[config.mk]
export PLATFORM = sky130hd
export DESIGN_NAME = sprite_engine
export DESIGN_NICKNAME = d
export VERILOG_FILES = /design/src/logic/sprite_pkg.sv /design/src/logic/sprite_byte_if.sv /design/src/logic/sprite_byte_capture.sv /design/src/logic/pixel_unpacker.sv /design/src/logic/cursor_addresser.sv /design/src/logic/sprite_engine.sv
export SDC_FILE = /design/constraint.sdc
export NUM_CORES = 1
export LEC_CHECK = 0
export ABC_AREA = 1
export BUFFER_PORTS_ARGS = -buffer_cell sky130_fd_sc_hd__buf_2
export CAP_MARGIN = 20
export CORE_MARGIN = 2
export CORE_UTILIZATION = 55
export CTS_CLUSTER_SIZE = 16
export DETAILED_ROUTE_END_ITERATION = 12
export HOLD_SLACK_MARGIN = 0.12
export PLACE_DENSITY = 0.83
export SYNTH_ARGS = -nofsm -noshare
export SYNTH_HDL_FRONTEND = slang
export SYNTH_SLANG_ARGS = --single-unit
[constraint.sdc]
create_clock -name clock_in -period 3.6 [get_ports clock_in]
set_input_delay 0.72 -clock clock_in [delete_from_list [all_inputs] [get_ports clock_in]]
set_output_delay 0.72 -clock clock_in [all_outputs]
set_load 0.02 [all_outputs]
[src/logic/sprite_pkg.sv]
`default_nettype none

package sprite_pkg;

    // Screen x or y position, also used for the sprite width
    typedef logic [9:0] coord_t;

    // Linear framebuffer write address
    typedef logic [17:0] fb_addr_t;

    // Palette index, and the offset added to every pixel
    typedef logic [3:0] color_t;

    // Bits per pixel selector
    typedef logic [1:0] color_mode_t;

    // One byte of packed sprite data
    typedef logic [7:0] sprite_byte_t;

    // Row stride of the framebuffer in pixels
    localparam int unsigned screen_width = 640;

    // Color mode encodings, two codes map to 1 bpp
    localparam color_mode_t mode_1bpp     = 2'b00;
    localparam color_mode_t mode_1bpp_alt = 2'b01;
    localparam color_mode_t mode_2bpp     = 2'b10;
    localparam color_mode_t mode_4bpp     = 2'b11;

    // Unpacker FSM
    typedef enum logic {
        idle,
        emitting
    } unpack_state_t;

endpackage

`default_nettype wire

[src/logic/sprite_byte_if.sv]
`default_nettype none

interface sprite_byte_if;

    // One cycle marker for a freshly captured byte
    logic                     byte_strobe;

    // Held stable from one strobe to the next
    sprite_pkg::sprite_byte_t byte_data;
    sprite_pkg::color_mode_t  mode;
    sprite_pkg::color_t       palette;

    modport source (
        output byte_strobe,
        output byte_data,
        output mode,
        output palette
    );

    modport sink (
        input byte_strobe,
        input byte_data,
        input mode,
        input palette
    );

endinterface

`default_nettype wire

[src/logic/sprite_byte_capture.sv]
`default_nettype none

module sprite_byte_capture (
    input  wire                           clock_in,
    input  wire                           rst_n,
    input  wire                           draw_enable,
    input  wire                           draw_data_valid,
    input  wire sprite_pkg::sprite_byte_t draw_data,
    input  wire sprite_pkg::color_mode_t  color_mode,
    input  wire sprite_pkg::color_t       palette_offset,
    output logic                          draw_start,
    sprite_byte_if.source                 byte_bus
);

    // Two-bit history of each level, oldest sample in bit 1
    logic [1:0] enable_monitor;
    logic [1:0] valid_monitor;
    logic       byte_edge_next;

    // Data valid is rising at this clock edge
    assign byte_edge_next = draw_data_valid && !valid_monitor[0];

    always_ff @(posedge clock_in or negedge rst_n) begin
        if (!rst_n) begin
            enable_monitor <= 2'b00;
            valid_monitor  <= 2'b00;
        end else if (!draw_enable) begin
            // Abort, forget any partial edge
            enable_monitor <= 2'b00;
            valid_monitor  <= 2'b00;
        end else begin
            enable_monitor <= {enable_monitor[0], draw_enable};
            valid_monitor  <= {valid_monitor[0], draw_data_valid};
        end
    end

    // Byte, mode and palette are captured on the same edge the monitor sees the rise
    always_ff @(posedge clock_in) begin
        if (draw_enable && byte_edge_next) begin
            byte_bus.byte_data <= draw_data;
            byte_bus.mode      <= color_mode;
            byte_bus.palette   <= palette_offset;
        end
    end

    // Single cycle pulses while the monitor holds the 01 pattern
    assign draw_start          = (enable_monitor == 2'b01);
    assign byte_bus.byte_strobe = (valid_monitor == 2'b01);

    // No pulse may follow a cycle where draw_enable was sampled low
    assert property (@(posedge clock_in) disable iff (!rst_n)
        (draw_start || byte_bus.byte_strobe) |-> $past(draw_enable))
        else $error("capture pulse after draw_enable was low");

endmodule

`default_nettype wire

[src/logic/pixel_unpacker.sv]
`default_nettype none

module pixel_unpacker (
    input  wire                 clock_in,
    input  wire                 rst_n,
    input  wire                 draw_enable,
    sprite_byte_if.sink         byte_bus,
    output logic                pixel_valid,
    output sprite_pkg::color_t  pixel_color,
    output logic                pixel_last
);

    sprite_pkg::unpack_state_t state;
    sprite_pkg::sprite_byte_t  shift_reg;
    sprite_pkg::color_t        field;
    logic [3:0]                pixels_left;
    logic [3:0]                load_count;

    // Pixels held in one byte for the current mode
    always_comb begin
        case (byte_bus.mode)
            sprite_pkg::mode_1bpp:     load_count = 4'd8;
            sprite_pkg::mode_1bpp_alt: load_count = 4'd8;
            sprite_pkg::mode_2bpp:     load_count = 4'd4;
            sprite_pkg::mode_4bpp:     load_count = 4'd2;
        endcase
    end

    // Top field, zero-extended to a palette index
    always_comb begin
        case (byte_bus.mode)
            sprite_pkg::mode_1bpp:     field = {3'b000, shift_reg[7]};
            sprite_pkg::mode_1bpp_alt: field = {3'b000, shift_reg[7]};
            sprite_pkg::mode_2bpp:     field = {2'b00, shift_reg[7:6]};
            sprite_pkg::mode_4bpp:     field = shift_reg[7:4];
        endcase
    end

    always_ff @(posedge clock_in or negedge rst_n) begin
        if (!rst_n) begin
            state       <= sprite_pkg::idle;
            pixels_left <= 4'd0;
        end else if (!draw_enable) begin
            state       <= sprite_pkg::idle;
            pixels_left <= 4'd0;
        end else begin
            case (state)
                sprite_pkg::idle: begin
                    if (byte_bus.byte_strobe) begin
                        state       <= sprite_pkg::emitting;
                        pixels_left <= load_count;
                    end
                end
                sprite_pkg::emitting: begin
                    pixels_left <= pixels_left - 4'd1;
                    if (pixels_left == 4'd1) begin
                        state <= sprite_pkg::idle;
                    end
                end
            endcase
        end
    end

    // MSB first, so the used field is shifted out the top
    always_ff @(posedge clock_in) begin
        if (state == sprite_pkg::idle && byte_bus.byte_strobe) begin
            shift_reg <= byte_bus.byte_data;
        end else if (state == sprite_pkg::emitting) begin
            case (byte_bus.mode)
                sprite_pkg::mode_1bpp:     shift_reg <= shift_reg << 1;
                sprite_pkg::mode_1bpp_alt: shift_reg <= shift_reg << 1;
                sprite_pkg::mode_2bpp:     shift_reg <= shift_reg << 2;
                sprite_pkg::mode_4bpp:     shift_reg <= shift_reg << 4;
            endcase
        end
    end

    assign pixel_valid = (state == sprite_pkg::emitting);
    // 4-bit add wraps, giving the offset modulo 16
    assign pixel_color = field + byte_bus.palette;
    assign pixel_last  = pixel_valid && (pixels_left == 4'd1);

    assert property (@(posedge clock_in) disable iff (!rst_n)
        pixels_left <= 4'd8)
        else $error("unpacker pixel count above 8");

    // A new byte must wait until the previous one is fully emitted
    assert property (@(posedge clock_in) disable iff (!rst_n)
        byte_bus.byte_strobe |-> state == sprite_pkg::idle)
        else $error("byte edge ignored while unpacker emitting");

endmodule

`default_nettype wire

[src/logic/cursor_addresser.sv]
`default_nettype none

module cursor_addresser (
    input  wire                      clock_in,
    input  wire                      rst_n,
    input  wire                      draw_enable,
    input  wire                      draw_start,
    input  wire sprite_pkg::coord_t  start_x,
    input  wire sprite_pkg::coord_t  start_y,
    input  wire sprite_pkg::coord_t  draw_width,
    input  wire                      pixel_valid,
    input  wire sprite_pkg::color_t  pixel_color,
    input  wire                      pixel_last,
    output logic                     pixel_write_enable,
    output sprite_pkg::fb_addr_t     pixel_write_address,
    output sprite_pkg::color_t       pixel_write_data,
    output logic                     cursor_end_position_valid,
    output sprite_pkg::coord_t       cursor_end_x,
    output sprite_pkg::coord_t       cursor_end_y
);

    sprite_pkg::coord_t   cursor_x;
    sprite_pkg::coord_t   cursor_y;
    sprite_pkg::coord_t   left_bound;
    sprite_pkg::coord_t   right_bound;
    sprite_pkg::coord_t   next_x;
    sprite_pkg::fb_addr_t row_base;
    logic                 end_pending;

    assign next_x = cursor_x + 10'd1;

    // Start of the current row in the framebuffer
    assign row_base = sprite_pkg::fb_addr_t'(cursor_y)
                    * sprite_pkg::fb_addr_t'(sprite_pkg::screen_width);

    always_ff @(posedge clock_in or negedge rst_n) begin
        if (!rst_n) begin
            pixel_write_enable        <= 1'b0;
            end_pending               <= 1'b0;
            cursor_end_position_valid <= 1'b0;
        end else if (!draw_enable) begin
            pixel_write_enable        <= 1'b0;
            end_pending               <= 1'b0;
            cursor_end_position_valid <= 1'b0;
        end else begin
            pixel_write_enable        <= pixel_valid;
            // End report trails the last write by one cycle
            end_pending               <= pixel_valid && pixel_last;
            cursor_end_position_valid <= end_pending;
        end
    end

    always_ff @(posedge clock_in) begin
        if (draw_start) begin
            cursor_x    <= start_x;
            cursor_y    <= start_y;
            left_bound  <= start_x;
            right_bound <= start_x + draw_width;
        end else if (pixel_valid) begin
            pixel_write_address <= row_base + sprite_pkg::fb_addr_t'(cursor_x);
            pixel_write_data    <= pixel_color;

            // Row holds draw_width pixels, then back to the left edge
            if (next_x == right_bound) begin
                cursor_x <= left_bound;
                cursor_y <= cursor_y + 10'd1;
            end else begin
                cursor_x <= next_x;
            end
        end

        // Cursor has already advanced past the last pixel here
        if (end_pending) begin
            cursor_end_x <= cursor_x;
            cursor_end_y <= cursor_y;
        end
    end

    // Every pixel from the unpacker must land inside the sprite rectangle
    assert property (@(posedge clock_in) disable iff (!rst_n)
        pixel_valid |-> (cursor_x >= left_bound) && (cursor_x < right_bound))
        else $error("cursor x outside sprite rectangle");

endmodule

`default_nettype wire

[src/logic/sprite_engine.sv]
`default_nettype none

module sprite_engine (
    input  wire                           clock_in,
    input  wire                           rst_n,

    input  wire sprite_pkg::coord_t       cursor_start_x,
    input  wire sprite_pkg::coord_t       cursor_start_y,
    input  wire sprite_pkg::coord_t       draw_width,
    input  wire sprite_pkg::color_mode_t  color_mode,
    input  wire sprite_pkg::color_t       palette_offset,

    input  wire                           draw_enable,
    input  wire                           draw_data_valid,
    input  wire sprite_pkg::sprite_byte_t draw_data,

    output logic                          pixel_write_enable,
    output sprite_pkg::fb_addr_t          pixel_write_address,
    output sprite_pkg::color_t            pixel_write_data,

    output logic                          cursor_end_position_valid,
    output sprite_pkg::coord_t            cursor_end_x,
    output sprite_pkg::coord_t            cursor_end_y
);

    logic               draw_start;
    logic               pixel_valid;
    sprite_pkg::color_t pixel_color;
    logic               pixel_last;

    // Captured byte travelling from capture to unpacker
    sprite_byte_if byte_bus ();

    sprite_byte_capture i_capture (
        .clock_in        (clock_in),
        .rst_n           (rst_n),
        .draw_enable     (draw_enable),
        .draw_data_valid (draw_data_valid),
        .draw_data       (draw_data),
        .color_mode      (color_mode),
        .palette_offset  (palette_offset),
        .draw_start      (draw_start),
        .byte_bus        (byte_bus.source)
    );

    pixel_unpacker i_unpacker (
        .clock_in    (clock_in),
        .rst_n       (rst_n),
        .draw_enable (draw_enable),
        .byte_bus    (byte_bus.sink),
        .pixel_valid (pixel_valid),
        .pixel_color (pixel_color),
        .pixel_last  (pixel_last)
    );

    cursor_addresser i_addresser (
        .clock_in                  (clock_in),
        .rst_n                     (rst_n),
        .draw_enable               (draw_enable),
        .draw_start                (draw_start),
        .start_x                   (cursor_start_x),
        .start_y                   (cursor_start_y),
        .draw_width                (draw_width),
        .pixel_valid               (pixel_valid),
        .pixel_color               (pixel_color),
        .pixel_last                (pixel_last),
        .pixel_write_enable        (pixel_write_enable),
        .pixel_write_address       (pixel_write_address),
        .pixel_write_data          (pixel_write_data),
        .cursor_end_position_valid (cursor_end_position_valid),
        .cursor_end_x              (cursor_end_x),
        .cursor_end_y              (cursor_end_y)
    );

endmodule

`default_nettype wire

==> results.cfg <==
[finish]
drive_gt1_share_pct = 19.1
fill_cells = 771
multiInputGateArea_um2 = 2160
synthToLayoutAreaGrowth_pct = 19.0
layout.cells.non_filler = 833
nets = 771
largest-register = i_addresser.pixel_write_address
n_antenna_cell = 0
largest_register_ffs = 18
regArea_um2 = 3420

[synthesis]
async_flop_share_pct = 10.3
synthTopCellsByArea = edfxtp_1 (53%), nand2_1 (9.2%), ha_1 (7.2%)
synth_area_um2 = 5950
syn_area_per_cell_um2 = 10.3
yosysSeqAreaShare_pct = 57.6
synthMostInstantiatedCell = nand2_1
yosys.area.top_type = edfxtp_1
synth_edf_count = 104
syn_nets = 666
ys.warnings.count = 0
synthTopCellsByCount = nand2_1 (145), edfxtp_1 (104), inv_1 (82)
synth_top_area_share_pct = 52.5
ys_seq_elements = 116
synth_cells = 580
synth_ff_type = edfxtp_1
synth_cell_type_count = 36

[route]
drc = 0
dr.pass1.iters = 5
drtIter0Drc = 333
via_count = 4425
drt_wl_total_um = 12200
via_per_inst = 5.31
ant_nets = 0
routedWlPerCell_um = 14.6

[floorplan]
rows = 37
fp.dieW_um = 108
io_pins = 92
fp.coreArea_um2 = 10400
die_y_um = 108
dieArea_um2 = 11700
floorplan.initialDensity_pct = 57.1

[power]
pwr-share-comb_pct = 15.4
internal_power_uw = 2690
p_seq_share_pct = 45.9
power_density_nw_per_um2 = 514
clkPwrFrac_pct = 38.7
switching_power_uw = 945
p_total_uw = 3640
ir_drop_v = 0.000240
leakage_uw = 0.00321
p_sw_share_pct = 26.0

[sta]
max_freq_ghz = 0.378
post-route-period-util_pct = 73.4
min_period_ns = 2.64
worstMarginPinSlew_ns = 0.994
finalSetupViolations = 0
final.setup.tns_ns = 0
fin_skew_ns = 0.00813
rsz0062_at_grt = no
slew_violations = 0
slew_headroom_pct = 33.7
hold_viol_final = 0
fin_ws_ns = 0.956

[placed_design]
post-place-ws_ns = 0.950
gp_congestion = 0.862
portBuffers = 91
placedCellCount = 800
dp_hpwl_um = 8760

[clocking]
cts_num_sinks = 116
clockRootBuffer = clkbuf_8
cts_setup_buffers = 0
cts_buffer_depth = 2
clk_latency_ns = 0.51
clkTransAtPathRegs_ns = 0.05
cts_tree = done
numCtsBuffers = 17
cts_htree_levels = 4

[setup_path]
cp_max_fo = 5
r2r_start = i_addresser.cursor_y[1]$_DFFE_PP_
r2r_cells = 12
crit_top_cell = nand2_1
cp_slowest_cell = edfxtp_1
slowest_delay_ns = 0.47
crit_required_ns = 3.87
rrSetupSlack_ns = 0.96
cp.depth = 12
r2r_end = i_addresser.pixel_write_address[17]$_DFFE_PP_
arrival_ns = 2.91
cp_cell_sequence = ha_1, ha_1, fa_1, nand3_1, nand3_1, nand2_1, a21oi_1, nor2_1, xor2_1, nand2_1, nand2_1, nand2_1
path_buf_inv = 0
start_kind = flip-flop
endpoint_kind = flip-flop
cpLargestDelayFamily = adder cells
crit_type = reg2reg

[worst_hold_path]
hold_class = in2reg
hold_depth = 1
hold_path_startpoint = draw_data[3]
min_to = i_capture.byte_bus.byte_data[3]$_DFFE_PP_

[global_route]
grt_pass1_wl_um = 19900
gr-total-overflow = 0
grt_max_degree = 49
grt.total_usage_pct = 22.5
grt_pass1_vias = 4355
antenna_found_initial = 0

[outcome]
outcome = finished clean

[job]
cap_violations = 0
## layer usage
metal  part of all wire, %  routed length (µm)  vias up  GRT usage, %
met5                     0                   0        -             0
met4                   2.1                 256        0          9.80
met2                    51                6230      165          38.6
met1                    41                5020     2073          27.3
li1                      -                   -     2167             -
met3                   5.7                 694       20          4.94
## power groups by stage
stage	combinational [µW]	sequential (µW)	clock (µW)
2_1_floorplan	393	1690	0
3_3_place_gp	524	1690	0
3_5_place_dp	550	1690	0
4_1_cts	561	1670	1430
5_1_grt	638	1680	1490
6_report	562	1670	1410
## cell usage in the layout, fill, tap and decap left out, types with 6 or more instances in the layout
cell type	instances
a21oi_1	15
buf_2	91
clkbuf_16	16
clkinv_2	6
dfrtp_1	12
edfxtp_1	104
ha_1	34
inv_1	82
nand2_1	145
nand3_1	38
nand4_1	14
nor2_1	36
o21ai_0	17
xnor2_1	9
xor2_1	23
## logic make-up (layout without fill, tap and decap cells)
group / count (synthesis) / after routing / synth area share, %
DFF: 116 / 116 / 57.6
and+or+nand+nor: 249 / 249 / 17.9
buffers and inverters: 94 / 211 / 6.19
adders and majority gates: 38 / 38 / 8.50
xor gates and xnor gates: 32 / 32 / 4.71
AOI/OAI and AO/OA: 51 / 51 / 5.13
## per-stage QoR
stage / area (µm²) / hold slack, ns / util, %
after CTS: 7070 / 0.363 / 67.8
after detailed placement: 6550 / 0.454 / 62.9
after global routing: 7070 / 0.364 / 67.9
final: 7070 / 0.385 / 67.9
after global placement: 6550 / 0.441 / 62.9
after floorplan: 5950 / 0.424 / -
## area by class of cell
class | instances | area share [%]
clock inverters | 7 | 0.478
inverters | 84 | 4.46
well taps | 136 | 2.41
clock buffers | 24 | 6.65
multi-input cells | 370 | 30.6
repair buffers | 96 | 7.01
flip-flops and latches | 116 | 48.4
## worst max path at each step
| stage | from | endpoint |
|---|---|---|
| final | i_addresser.cursor_y[1]$_DFFE_PP_ | i_addresser.pixel_write_address[17]$_DFFE_PP_ |
| after global routing | i_addresser.cursor_x[0]$_DFFE_PP_ | i_addresser.cursor_y[6]$_DFFE_PP_ |
| after global placement | i_addresser.cursor_y[3]$_DFFE_PP_ | i_addresser.pixel_write_address[17]$_DFFE_PP_ |
| after CTS | i_addresser.cursor_y[1]$_DFFE_PP_ | i_addresser.pixel_write_address[17]$_DFFE_PP_ |
| after floorplan | i_capture.enable_monitor[0]$_DFF_PN0_ | i_addresser.pixel_write_address[0]$_DFFE_PP_ |
| after detailed placement | cursor_start_x[0] | i_addresser.right_bound[8]$_DFFE_PP_ |
## repair_timing
item,4_1_cts,5_1_grt
endpoints found under the setup margin,0,0
resized for setup,0,0
hold endpoints to repair,12,0
hold buffers,1,0
Note: power is estimated with default switching activity, not from simulation.
